[src/include/mfifo_consts.svh]
//////////////////////////////////////////////////////////////////////
// Sizing constants for the shared-storage multi-FIFO
// Logical FIFO count, RAM depth, data width and RAM read latency
//////////////////////////////////////////////////////////////////////

`ifndef MFIFO_CONSTS_SVH
`define MFIFO_CONSTS_SVH

// Number of logical FIFOs sharing the data RAM
`define NUM_FIFOS 4

// Number of entries in the shared data RAM
`define DEPTH 16

// Width of one data word in bits
`define WIDTH 16

// Cycles from a RAM read request to its response
`define RAM_RD_LAT 1

`endif

[src/logic/mfifo_cfg_pkg.sv]
//////////////////////////////////////////////////////////////////////
// Configuration types for the multi-FIFO
// FIFO ids, RAM addresses, counts and the per-FIFO address range
//////////////////////////////////////////////////////////////////////

`include "mfifo_consts.svh"

package mfifo_cfg_pkg;

  // Binary id of one logical FIFO
  typedef logic [$clog2(`NUM_FIFOS)-1:0] fifo_id_t;

  // Address of one entry in the shared data RAM
  typedef logic [$clog2(`DEPTH)-1:0] addr_t;

  // Item or credit count, wide enough to hold DEPTH itself
  typedef logic [$clog2(`DEPTH + 1)-1:0] count_t;

  // Inclusive address range owned by one logical FIFO
  typedef struct packed {
    addr_t base;
    addr_t bound;
  } range_t;

  // Ranges of all logical FIFOs, index 0 holds the lowest range
  typedef range_t [`NUM_FIFOS-1:0] range_vec_t;

endpackage

[src/logic/mfifo_bus_pkg.sv]
//////////////////////////////////////////////////////////////////////
// Transfer types for the multi-FIFO
// Push beats and the data RAM write, read request and read response
//////////////////////////////////////////////////////////////////////

`include "mfifo_consts.svh"

package mfifo_bus_pkg;

  // One data word as stored in the RAM
  typedef logic [`WIDTH-1:0] data_t;

  // A push carries its target FIFO next to the data
  typedef struct packed {
    logic                   valid;
    mfifo_cfg_pkg::fifo_id_t fifo_id;
    data_t                  data;
  } push_beat_t;

  // Write port of the data RAM
  typedef struct packed {
    logic                 valid;
    mfifo_cfg_pkg::addr_t addr;
    data_t                data;
  } ram_wr_t;

  // Read address toward the data RAM
  typedef struct packed {
    logic                 valid;
    mfifo_cfg_pkg::addr_t addr;
  } ram_rd_req_t;

  // Read data returned RAM_RD_LAT cycles after the request
  typedef struct packed {
    logic  valid;
    data_t data;
  } ram_rd_rsp_t;

endpackage

[src/logic/mfifo_size_calc.sv]
//////////////////////////////////////////////////////////////////////
// Size calculation for the multi-FIFO
// Registers each FIFO size and flags a misconfigured range set
//////////////////////////////////////////////////////////////////////

`timescale 1ns/100ps
`include "mfifo_consts.svh"

module mfifo_size_calc (
  input  logic                                   clk,
  input  logic                                   rst_n,
  input  mfifo_cfg_pkg::range_vec_t              cfg,
  output mfifo_cfg_pkg::count_t [`NUM_FIFOS-1:0] config_size,
  output logic                                   config_error
);
  import mfifo_cfg_pkg::*;

  logic [`NUM_FIFOS-1:0] bad_range;
  logic [`NUM_FIFOS-1:1] bad_order;

  // A range must hold at least one entry, and each base must sit above
  // the bound of the FIFO below it
  for (genvar i = 0; i < `NUM_FIFOS; i++) begin : g_check
    assign bad_range[i] = cfg[i].bound < cfg[i].base;
    if (i > 0) begin : g_order
      assign bad_order[i] = cfg[i].base <= cfg[i-1].bound;
    end
  end

  // Each size is bound minus base plus one of its range
  always_ff @(posedge clk) begin
    for (int i = 0; i < `NUM_FIFOS; i++) begin
      config_size[i] <= count_t'(cfg[i].bound) - count_t'(cfg[i].base) + count_t'(1);
    end
  end

  // The error flag stays low in reset and is evaluated from then on
  always_ff @(posedge clk) begin
    if (!rst_n) begin
      config_error <= 1'b0;
    end else begin
      config_error <= |{bad_range, bad_order};
    end
  end

endmodule

[src/logic/mfifo_push_ctrl.sv]
//////////////////////////////////////////////////////////////////////
// Push controller for the multi-FIFO
// Tail pointers, RAM writes, occupancy and per-FIFO credit return
//////////////////////////////////////////////////////////////////////

`timescale 1ns/100ps
`include "mfifo_consts.svh"

module mfifo_push_ctrl (
  input  logic                                   clk,
  input  logic                                   rst_n,
  input  mfifo_cfg_pkg::range_vec_t              cfg,
  input  mfifo_cfg_pkg::count_t [`NUM_FIFOS-1:0] config_size,
  input  mfifo_bus_pkg::push_beat_t              push,
  input  logic [`NUM_FIFOS-1:0]                  dealloc,
  output logic [`NUM_FIFOS-1:0]                  push_credit,
  output logic [`NUM_FIFOS-1:0]                  push_full,
  output mfifo_bus_pkg::ram_wr_t                 ram_wr,
  output logic [`NUM_FIFOS-1:0]                  advance_tail,
  output mfifo_cfg_pkg::addr_t [`NUM_FIFOS-1:0]  tail_next
);
  import mfifo_cfg_pkg::*;

  // Next write address of each FIFO
  addr_t [`NUM_FIFOS-1:0] tail;
  // Entries held per FIFO, counting RAM, in-flight and staged items
  count_t [`NUM_FIFOS-1:0] occupancy;

  // Decode the push into a per-FIFO strobe and compute the wrapped tail
  always_comb begin
    for (int i = 0; i < `NUM_FIFOS; i++) begin
      advance_tail[i] = push.valid && (push.fifo_id == fifo_id_t'(i));
      if (tail[i] == cfg[i].bound) begin
        tail_next[i] = cfg[i].base;
      end else begin
        tail_next[i] = tail[i] + addr_t'(1);
      end
    end
  end

  // The push is written straight into the RAM on the edge that samples it
  assign ram_wr.valid = push.valid;
  assign ram_wr.addr  = tail[push.fifo_id];
  assign ram_wr.data  = push.data;

  // Pointer and occupancy bookkeeping
  always_ff @(posedge clk) begin
    if (!rst_n) begin
      for (int i = 0; i < `NUM_FIFOS; i++) begin
        tail[i]      <= cfg[i].base;
        occupancy[i] <= '0;
      end
    end else begin
      for (int i = 0; i < `NUM_FIFOS; i++) begin
        if (advance_tail[i]) begin
          tail[i] <= tail_next[i];
        end
        // A push and a pop on the same FIFO cancel each other
        case ({advance_tail[i], dealloc[i]})
          2'b10:   occupancy[i] <= occupancy[i] + count_t'(1);
          2'b01:   occupancy[i] <= occupancy[i] - count_t'(1);
          default: occupancy[i] <= occupancy[i];
        endcase
      end
    end
  end

  // Full once every entry of the range is taken
  always_comb begin
    for (int i = 0; i < `NUM_FIFOS; i++) begin
      push_full[i] = occupancy[i] == config_size[i];
    end
  end

  // Each freed entry goes back to the sender one cycle later.
  // No credits are sent at start-up since the sender begins with the sizes
  always_ff @(posedge clk) begin
    if (!rst_n) begin
      push_credit <= '0;
    end else begin
      push_credit <= dealloc;
    end
  end

endmodule

[src/logic/mfifo_ptr_mgr.sv]
//////////////////////////////////////////////////////////////////////
// Pointer manager for the multi-FIFO
// Head pointers and RAM item counts, presenting each FIFO's head
//////////////////////////////////////////////////////////////////////

`timescale 1ns/100ps
`include "mfifo_consts.svh"

module mfifo_ptr_mgr (
  input  logic                                   clk,
  input  logic                                   rst_n,
  input  mfifo_cfg_pkg::range_vec_t              cfg,
  input  logic [`NUM_FIFOS-1:0]                  advance_tail,
  input  mfifo_cfg_pkg::addr_t [`NUM_FIFOS-1:0]  tail_next,
  input  logic [`NUM_FIFOS-1:0]                  head_ready,
  output logic [`NUM_FIFOS-1:0]                  head_valid,
  output mfifo_cfg_pkg::addr_t [`NUM_FIFOS-1:0]  head,
  output mfifo_cfg_pkg::count_t [`NUM_FIFOS-1:0] ram_items,
  output logic [`NUM_FIFOS-1:0]                  ram_empty
);
  import mfifo_cfg_pkg::*;

  // Local copy of the tail, following the push controller
  addr_t [`NUM_FIFOS-1:0] tail_q;
  addr_t [`NUM_FIFOS-1:0] head_next;

  // Heads wrap from bound back to base like the tails do
  always_comb begin
    for (int i = 0; i < `NUM_FIFOS; i++) begin
      if (head[i] == cfg[i].bound) begin
        head_next[i] = cfg[i].base;
      end else begin
        head_next[i] = head[i] + addr_t'(1);
      end
    end
  end

  always_ff @(posedge clk) begin
    if (!rst_n) begin
      for (int i = 0; i < `NUM_FIFOS; i++) begin
        head[i]      <= cfg[i].base;
        tail_q[i]    <= cfg[i].base;
        ram_items[i] <= '0;
      end
    end else begin
      for (int i = 0; i < `NUM_FIFOS; i++) begin
        if (head_ready[i]) begin
          head[i] <= head_next[i];
        end
        if (advance_tail[i]) begin
          tail_q[i] <= tail_next[i];
        end
        // Count only what still sits in RAM
        case ({advance_tail[i], head_ready[i]})
          2'b10:   ram_items[i] <= ram_items[i] + count_t'(1);
          2'b01:   ram_items[i] <= ram_items[i] - count_t'(1);
          default: ram_items[i] <= ram_items[i];
        endcase
      end
    end
  end

  always_comb begin
    for (int i = 0; i < `NUM_FIFOS; i++) begin
      head_valid[i] = ram_items[i] != '0;
      // Head meeting tail is either empty or full, the count tells which
      ram_empty[i] = (head[i] == tail_q[i]) && !head_valid[i];
    end
  end

endmodule

[src/logic/mfifo_rr_arb.sv]
//////////////////////////////////////////////////////////////////////
// Round-robin arbiter for the shared RAM read port
//////////////////////////////////////////////////////////////////////

`timescale 1ns/100ps
`include "mfifo_consts.svh"

module mfifo_rr_arb (
  input  logic                                  clk,
  input  logic                                  rst_n,
  input  logic [`NUM_FIFOS-1:0]                 rd_req,
  input  mfifo_cfg_pkg::addr_t [`NUM_FIFOS-1:0] head,
  output logic [`NUM_FIFOS-1:0]                 rd_grant,
  output mfifo_bus_pkg::ram_rd_req_t            ram_rd_req
);
  import mfifo_cfg_pkg::*;

  // FIFO with the highest priority in the current cycle
  fifo_id_t prio;
  fifo_id_t cand;
  fifo_id_t winner;
  logic     found;

  // Scan from the priority pointer upward and take the first requester
  always_comb begin
    rd_grant = '0;
    winner   = prio;
    found    = 1'b0;
    cand     = prio;
    for (int k = 0; k < `NUM_FIFOS; k++) begin
      cand = prio + fifo_id_t'(k);
      if (!found && rd_req[cand]) begin
        found          = 1'b1;
        winner         = cand;
        rd_grant[cand] = 1'b1;
      end
    end
  end

  assign ram_rd_req.valid = found;
  assign ram_rd_req.addr  = head[winner];

  // The winner drops to the lowest priority after its grant
  always_ff @(posedge clk) begin
    if (!rst_n) begin
      prio <= '0;
    end else if (found) begin
      prio <= winner + fifo_id_t'(1);
    end
  end

endmodule

[src/logic/mfifo_stage_buf.sv]
//////////////////////////////////////////////////////////////////////
// One-entry pop staging buffer for a single logical FIFO
// Refills from the shared RAM and serves the ready/valid pop port
//////////////////////////////////////////////////////////////////////

`timescale 1ns/100ps
`include "mfifo_consts.svh"

module mfifo_stage_buf (
  input  logic                       clk,
  input  logic                       rst_n,
  input  logic                       head_valid,
  input  logic                       rd_grant,
  input  mfifo_bus_pkg::ram_rd_rsp_t ram_rd_rsp,
  input  logic                       pop_ready,
  output logic                       rd_req,
  output logic                       head_ready,
  output logic                       pop_valid,
  output mfifo_bus_pkg::data_t       pop_data,
  output logic                       pop_empty,
  output logic                       dealloc
);
  import mfifo_bus_pkg::*;

  logic                   slot_valid;
  data_t                  slot_data;
  // One bit per cycle of RAM latency, the top bit marks our response
  logic [`RAM_RD_LAT-1:0] in_flight;
  logic                   capture;

  // Ask for the read port only with an empty slot and nothing on its way
  assign rd_req     = !slot_valid && (in_flight == '0) && head_valid;
  assign head_ready = rd_grant;

  // Only the buffer with the in-flight flag takes the response
  assign capture = in_flight[`RAM_RD_LAT-1] && ram_rd_rsp.valid;

  always_ff @(posedge clk) begin
    if (!rst_n) begin
      in_flight  <= '0;
      slot_valid <= 1'b0;
    end else begin
      in_flight <= (in_flight << 1) | `RAM_RD_LAT'(rd_grant);
      if (capture) begin
        slot_valid <= 1'b1;
      end else if (dealloc) begin
        slot_valid <= 1'b0;
      end
    end
  end

  always_ff @(posedge clk) begin
    if (capture) begin
      slot_data <= ram_rd_rsp.data;
    end
  end

  assign pop_valid = slot_valid;
  assign pop_data  = slot_data;
  // A completed pop frees one entry of the FIFO's range
  assign dealloc   = slot_valid && pop_ready;
  // Empty when nothing is staged, pending or left in RAM
  assign pop_empty = !slot_valid && (in_flight == '0) && !head_valid;

endmodule

[src/logic/mfifo_data_ram.sv]
//////////////////////////////////////////////////////////////////////
// Shared data RAM with one write port and one registered read port
//////////////////////////////////////////////////////////////////////

`timescale 1ns/100ps
`include "mfifo_consts.svh"

module mfifo_data_ram (
  input  logic                       clk,
  input  mfifo_bus_pkg::ram_wr_t     ram_wr,
  input  mfifo_bus_pkg::ram_rd_req_t ram_rd_req,
  output mfifo_bus_pkg::ram_rd_rsp_t ram_rd_rsp
);
  import mfifo_bus_pkg::*;

  data_t mem [`DEPTH];

  always_ff @(posedge clk) begin
    if (ram_wr.valid) begin
      mem[ram_wr.addr] <= ram_wr.data;
    end
  end

  // Read data is held between requests, the valid bit trails by a cycle
  always_ff @(posedge clk) begin
    ram_rd_rsp.valid <= ram_rd_req.valid;
    if (ram_rd_req.valid) begin
      ram_rd_rsp.data <= mem[ram_rd_req.addr];
    end
  end

endmodule

[src/logic/mfifo_top.sv]
//////////////////////////////////////////////////////////////////////
// Shared-storage multi-FIFO with pseudo-static allocation
// Valid/credit push side, one ready/valid pop port per logical FIFO
//////////////////////////////////////////////////////////////////////

`timescale 1ns/100ps
`include "mfifo_consts.svh"

module mfifo_top (
  input  logic                                  clk,
  input  logic                                  rst_n,
  input  mfifo_cfg_pkg::range_vec_t             cfg,
  output logic                                  config_error,
  input  mfifo_bus_pkg::push_beat_t             push,
  output logic [`NUM_FIFOS-1:0]                 push_credit,
  output logic [`NUM_FIFOS-1:0]                 push_full,
  input  logic [`NUM_FIFOS-1:0]                 pop_ready,
  output logic [`NUM_FIFOS-1:0]                 pop_valid,
  output mfifo_bus_pkg::data_t [`NUM_FIFOS-1:0] pop_data,
  output logic [`NUM_FIFOS-1:0]                 pop_empty
);
  import mfifo_cfg_pkg::*;
  import mfifo_bus_pkg::*;

  count_t [`NUM_FIFOS-1:0] config_size;
  logic [`NUM_FIFOS-1:0]   advance_tail;
  addr_t [`NUM_FIFOS-1:0]  tail_next;
  logic [`NUM_FIFOS-1:0]   dealloc;
  logic [`NUM_FIFOS-1:0]   head_ready;
  logic [`NUM_FIFOS-1:0]   head_valid;
  addr_t [`NUM_FIFOS-1:0]  head;
  logic [`NUM_FIFOS-1:0]   rd_req;
  logic [`NUM_FIFOS-1:0]   rd_grant;
  ram_wr_t                 ram_wr;
  ram_rd_req_t             ram_rd_req;
  ram_rd_rsp_t             ram_rd_rsp;

  mfifo_size_calc u_size_calc (
    .clk, .rst_n, .cfg, .config_size, .config_error
  );

  mfifo_push_ctrl u_push_ctrl (
    .clk, .rst_n, .cfg, .config_size, .push, .dealloc,
    .push_credit, .push_full, .ram_wr, .advance_tail, .tail_next
  );

  // RAM item counts and section empty flags are not needed at this level
  mfifo_ptr_mgr u_ptr_mgr (
    .clk, .rst_n, .cfg, .advance_tail, .tail_next, .head_ready,
    .head_valid, .head, .ram_items(), .ram_empty()
  );

  mfifo_rr_arb u_rr_arb (
    .clk, .rst_n, .rd_req, .head, .rd_grant, .ram_rd_req
  );

  // Staging buffers are peers and all watch the same read response
  for (genvar i = 0; i < `NUM_FIFOS; i++) begin : g_stage
    mfifo_stage_buf u_stage_buf (
      .clk, .rst_n,
      .head_valid(head_valid[i]), .rd_grant(rd_grant[i]), .ram_rd_rsp,
      .pop_ready(pop_ready[i]), .rd_req(rd_req[i]), .head_ready(head_ready[i]),
      .pop_valid(pop_valid[i]), .pop_data(pop_data[i]),
      .pop_empty(pop_empty[i]), .dealloc(dealloc[i])
    );
  end

  mfifo_data_ram u_data_ram (
    .clk, .ram_wr, .ram_rd_req, .ram_rd_rsp
  );

endmodule

[config.mk]
export PLATFORM = sky130hd
export DESIGN_NAME = mfifo_top
export DESIGN_NICKNAME = d
export VERILOG_FILES = /design/src/logic/mfifo_cfg_pkg.sv /design/src/logic/mfifo_bus_pkg.sv /design/src/logic/mfifo_size_calc.sv /design/src/logic/mfifo_push_ctrl.sv /design/src/logic/mfifo_ptr_mgr.sv /design/src/logic/mfifo_rr_arb.sv /design/src/logic/mfifo_stage_buf.sv /design/src/logic/mfifo_data_ram.sv /design/src/logic/mfifo_top.sv
export VERILOG_INCLUDE_DIRS = /design/src /design/src/include
export SDC_FILE = /design/constraint.sdc
export NUM_CORES = 1
export LEC_CHECK = 0
export BUFFER_PORTS_ARGS = -buffer_cell sky130_fd_sc_hd__buf_2
export CAP_MARGIN = 0
export CORE_ASPECT_RATIO = 0.75
export CORE_MARGIN = 2
export CORE_UTILIZATION = 55
export DETAILED_ROUTE_END_ITERATION = 16
export GPL_ROUTABILITY_DRIVEN = 1
export MAX_ROUTING_LAYER = met4
export PLACE_DENSITY = 0.77
export SLEW_MARGIN = 15
export SYNTH_ARGS = -nofsm -noshare
export SYNTH_HDL_FRONTEND = slang
export SYNTH_HIERARCHICAL = 1
export SYNTH_SLANG_ARGS = --single-unit
[constraint.sdc]
create_clock -name clk -period 4.3 [get_ports clk]
set_input_delay 0.86 -clock clk [delete_from_list [all_inputs] [get_ports clk]]
set_output_delay 0.86 -clock clk [all_outputs]
set_load 0.005 [all_outputs]
==> impl_metrics.ini, run 1 <==
[die]
die_h_um = 172
rows = 61
io_pins = 138
core_area_um2 = 37000
dieWidth_um = 228
die_area_um2 = 39100
start_util = 0.557

[grt]
grt_max_degree = 38
grt_pass1_vias = 12200
grt_usage = 0.251
grt_pass1_wl_um = 71100
antenna_found_initial = 5
grt-ovfl-total = 0

[setup_path]
cpMostUsedCell = buf_12
arrival_ps = 4510
critPathKind = flip-flop to flip-flop
path_max_fanout = 7
worstSetupStartpointType = flip-flop
endpoint_kind = flip-flop
worstPathRequired_ps = 4590
cp_slowest_stage_delay_ps = 540
crit_chain = or2_4, or4_4, nor3b_4, mux4_2, or2_0, a22oi_1, o31a_1, mux2i_4, buf_12, buf_12, buf_12, mux4_2, a22oi_2, nand2_1
critPathSlowestCell = mux4_2

[placed_design]
place.port_buffers = 137
place_area_um2 = 21900
gp_congestion = 0.891
place_hpwl_um = 29900

[hold_path]
holdCritPathClass = flip-flop to flip-flop

[detailed_routing]
detail-route-antenna-nets = 0
num_vias = 12400
drtIter0Drc = 1240
viasPerCell = 5.93
wl_per_cell_um = 23.1
routed_wirelength_um = 48200
drc_errors = 0
first_pass_iters = 5

[sta]
hold_viol = 0
rsz0062_at_grt = no
slew_violations = 0
worst_pin_slew_ps = 1220
max_slew_margin = 0.187
fin_hold_ws_ps = 486
fmax_mhz = 237
min_period_ps = 4220
setup_viol = 0
finalCritPeriodShare = 0.981
clock_skew_ps = 17.9
fin_setup_tns_ps = 0

[final_layout]
finalInstanceArea_um2 = 23700
fillers = 2575
final_layout_size_suffix_gt1_frac = 0.248
final_nets = 1707
final_common_cell = edfxtp_1
areaGrowthSynthToFinish_pct = 14.9
most-common-layout-cells = edfxtp_1 (368), buf_2 (137), ha_1 (89), dfxtp_1 (76), inv_1 (71)

[cts]
clkTransAtPathRegs_ps = 60
root_buffer = clkbuf_16
clock_sinks = 444
htree_levels = 2
cts_made_buffers = 43
cts_tree = done
cts_buffer_depth = 3
clk_latency_ps = 550

[job]
cap_violations = 0

[logic_synthesis]
synth_area_um2 = 20600
synthesis.nets = 1546
syn_inst = 1391
yosys_warnings = 6
postSynthAreaPerCell_um2 = 14.8

[outcome]
outcome = completed
[timing repair]
action,CTS,global route
hold buffers,0,0
pin swaps,1,9
cloned,3,4
setup buffers,4,3
resized for setup,12,21
endpoints found under the setup margin,14,19
[path summary, 6_finish.rpt]
check	startpoint	endpoint	slack, ps	cells past startpoint
worst max-delay path	u_ptr_mgr/ram_items[16]$_SDFFE_PN0P_	u_data_ram/ram_rd_rsp[0]$_DFFE_PP_	80	14
worst min-delay path	u_ptr_mgr/ram_items[9]$_SDFFE_PN0P_	u_ptr_mgr/ram_items[9]$_SDFFE_PN0P_	490	2
worst max register to register	u_ptr_mgr/ram_items[16]$_SDFFE_PN0P_	u_data_ram/ram_rd_rsp[0]$_DFFE_PP_	80	14
worst min register to register	u_ptr_mgr/ram_items[9]$_SDFFE_PN0P_	u_ptr_mgr/ram_items[9]$_SDFFE_PN0P_	490	2
[metrics by stage]
step / setup WS (ps) / util / std cells
final: 82.3 / 0.640 / 2090
after global routing: 11.9 / 0.640 / 2090
after CTS: -17.4 / 0.635 / 2079
after detailed placement: -40.2 / 0.593 / 1997
after global placement: 82.1 / 0.593 / 1997
after floorplan: 126 / - / 1391
[worst max-delay path, delay by kind of cell (launching register included)]
kind	cells	cell delay, ps
compound gates	3	640
buf+inv	3	470
flops	1	320
mux	3	1350
simple gates	5	1170
[cell type report]
type	instances	area (µm²)	area share
clock buffer	55	1160	0.0490
antenna	4	10.0	0.000422
sequential	444	12600	0.530
timing repair buffer	201	1430	0.0604
clock inverter	20	205	0.00866
tap	504	631	0.0266
multi-input combinational	790	7420	0.313
inverter	72	270	0.0114
[per-layer routing]
layer,GRT usage,part of all wire,up-vias
met3,0.0473,0.088,79
met5,-,0,-
met2,0.387,0.46,602
met4,0.0651,0.021,0
li1,-,-,5553
met1,0.347,0.43,6162
[sequential cells by signal, summed over array words and instances (netlist names)]
register,cells
u_rr_arb/prio,2
g_stage.u_stage_buf/pop_data,64
g_stage.u_stage_buf/pop_valid,4
u_size_calc/config_error,1
u_data_ram/ram_rd_rsp,17
u_ptr_mgr/ram_items,20
u_size_calc/config_size,20
g_stage.u_stage_buf/in_flight,4
u_data_ram/mem,256
u_push_ctrl/tail,16
u_ptr_mgr/head,16
u_push_ctrl/push_credit,4
u_push_ctrl/occupancy,20
Power of run 1 is not shown: default switching activity piles up to over one toggle a cycle in this logic, so the estimate is an artifact.
==> run 2, diff against run 1 <==
--- a/config.mk
+++ b/config.mk
@@ -14,7 +14,7 @@
 export DETAILED_ROUTE_END_ITERATION = 16
 export GPL_ROUTABILITY_DRIVEN = 1
 export MAX_ROUTING_LAYER = met4
-export PLACE_DENSITY = 0.77
+export PLACE_DENSITY = 0.76
 export SLEW_MARGIN = 15
 export SYNTH_ARGS = -nofsm -noshare
 export SYNTH_HDL_FRONTEND = slang
==> run 2 against run 1 <==
Routed wire length up 0.59%; first-iteration DRC count shrank 11%; utilization hardly changed; global-route usage increased by 0.41 points; sequential share of layout area hardly changed; critical path type unchanged.
==> impl_metrics.ini, run 2 (same netlist as run 1, synthesis figures left out) <==
[sta]
fin_hold_ws_ps = 481
fin_setup_tns_ps = 0
max_slew_margin = 0.431
rsz0062_at_grt = yes
setup_viol = 0
slew_violations = 0
min_period_ps = 4210
worst_pin_slew_ps = 853
hold_viol = 0
fmax_mhz = 237
clock_skew_ps = 23.1
finalCritPeriodShare = 0.980
finalWorstSetupSlack_ps = 85.1

[die]
dieWidth_um = 228
core_area_um2 = 37000
die_area_um2 = 39100
rows = 61
start_util = 0.557
die_h_um = 172
io_pins = 138

[final_layout]
most-common-layout-cells = edfxtp_1 (368), buf_2 (137), ha_1 (90), dfxtp_1 (76), inv_1 (71)
largest_register_ff_count = 256
final_layout_size_suffix_gt1_frac = 0.258
final_nets = 1710
finalInstanceArea_um2 = 23700
final_util = 0.641
final_common_cell = edfxtp_1
areaGrowthSynthToFinish_pct = 15.0
largest-register = u_data_ram/mem
fillers = 2588

[power]
leakage_nw = 8.90
ir_drop_mv = 1.00
pwr_density_cell_nw_per_um2 = 962

[cts]
htree_levels = 2
clock_sinks = 444
root_buffer = clkbuf_16
clk_latency_ps = 560
clkTransAtPathRegs_ps = 70
cts_made_buffers = 43
cts_tree = done
cts_buffer_depth = 3

[placed_design]
dp_slack_ps = -87.8
place.port_buffers = 137
gp_congestion = 0.891
place_hpwl_um = 30800
place_area_um2 = 22000

[detailed_routing]
first_pass_iters = 5
detail-route-antenna-nets = 0
routed_wirelength_um = 48500
wl_per_cell_um = 23.1
num_vias = 12300
drc_errors = 0
drtIter0Drc = 1103
viasPerCell = 5.87

[hold_path]
holdCritPathClass = flip-flop to flip-flop
worstHoldStart = u_ptr_mgr/ram_items[9]$_SDFFE_PN0P_

[grt]
antenna_found_initial = 7
grt_pass1_vias = 12100
grt_max_degree = 29
grt_pass1_wl_um = 71700
grt-ovfl-total = 0
grt_usage = 0.255

[setup_path]
crit_chain = or2_4, or4_4, nor3b_4, mux4_2, buf_4, nand2b_4, nand3_4, xnor2_4, buf_4, mux2i_1, mux2i_4, buf_12, mux4_2, a22oi_2, nand2_1
rr_startpoint = u_ptr_mgr/ram_items[16]$_SDFFE_PN0P_
critPathLaunch = u_ptr_mgr/ram_items[16]$_SDFFE_PN0P_
path_max_fanout = 23
arrival_ps = 4500
critPathSlowestCell = mux4_2
critPathKind = flip-flop to flip-flop
ff2ff_setup_slack_ps = 90
worstSetupStartpointType = flip-flop
endpoint_kind = flip-flop
worstPathRequired_ps = 4590
cp_slowest_stage_delay_ps = 520

[outcome]
outcome = completed

[job]
cap_violations = 0
-- run 2: cell types whose count changed in the layout (fill, tap and decap cells not counted), sizes merged --
cell / change
inv: +3
clkinvlp: +2
bufinv: +4
bufbuf: -1
clkinv: -4
clkbuf: -2
buf: +6
diode: +5
-- run 2: power breakdown --
group	internal [mW]	switching [mW]	total [mW]
Combinational	6.45	6.42	12.9
Clock	2.28	1.62	3.90
Sequential	5.59	0.446	6.04
Total	14.3	8.49	22.8
-- run 2: timing repair --
action                                  CTS  global route
buffers inserted                          3             6
cloned                                    1             2
pin swaps                                 0            13
hold buffers                              0             0
endpoints found under the setup margin    9            18
gates resized for setup                   8            39
-- run 2: final timing paths --
| kind | endpoint | depth (start not counted) |
|---|---|---|
| max | u_data_ram/ram_rd_rsp[9]$_DFFE_PP_ | 15 |
| min | u_ptr_mgr/ram_items[9]$_SDFFE_PN0P_ | 2 |
| max reg2reg | u_data_ram/ram_rd_rsp[9]$_DFFE_PP_ | 15 |
| min reg2reg | u_ptr_mgr/ram_items[9]$_SDFFE_PN0P_ | 2 |
-- run 2: cell type report --
| class | count | area (µm²) | share of cell area |
|---|---|---|---|
| clock buffer | 55 | 1120 | 0.0473 |
| clock inverter | 25 | 320 | 0.0135 |
| inverter | 72 | 270 | 0.0114 |
| timing repair buffer | 204 | 1330 | 0.0560 |
| antenna | 9 | 22.5 | 0.000949 |
| sequential | 444 | 12600 | 0.530 |
| multi-input combinational | 790 | 7460 | 0.314 |
| tap | 504 | 631 | 0.0266 |
-- run 2: worst max-delay path: cells and delay by family, from the launching register on --
kind | cells | cell delay, ps
muxes | 4 | 1390
and+or+nand+nor | 6 | 1120
buffers and inverters | 3 | 580
xor gates and xnor gates | 1 | 320
DFF | 1 | 310
AOI/OAI and AO/OA | 1 | 220
-- run 2: metrics by stage --
step	power [mW]	std cells
2_1_floorplan	14.1	1391
3_3_place_gp	16.8	2004
3_5_place_dp	17.2	2004
4_1_cts	21.8	2088
5_1_grt	23.9	2100
6_report	22.8	2103
-- run 2: routing by layer --
layer,GRT usage,share of wire
met1,0.348,0.43
met4,0.0654,0.016
met5,-,0
met3,0.0671,0.094
met2,0.384,0.46
Power figures use the tool's default switching activity.
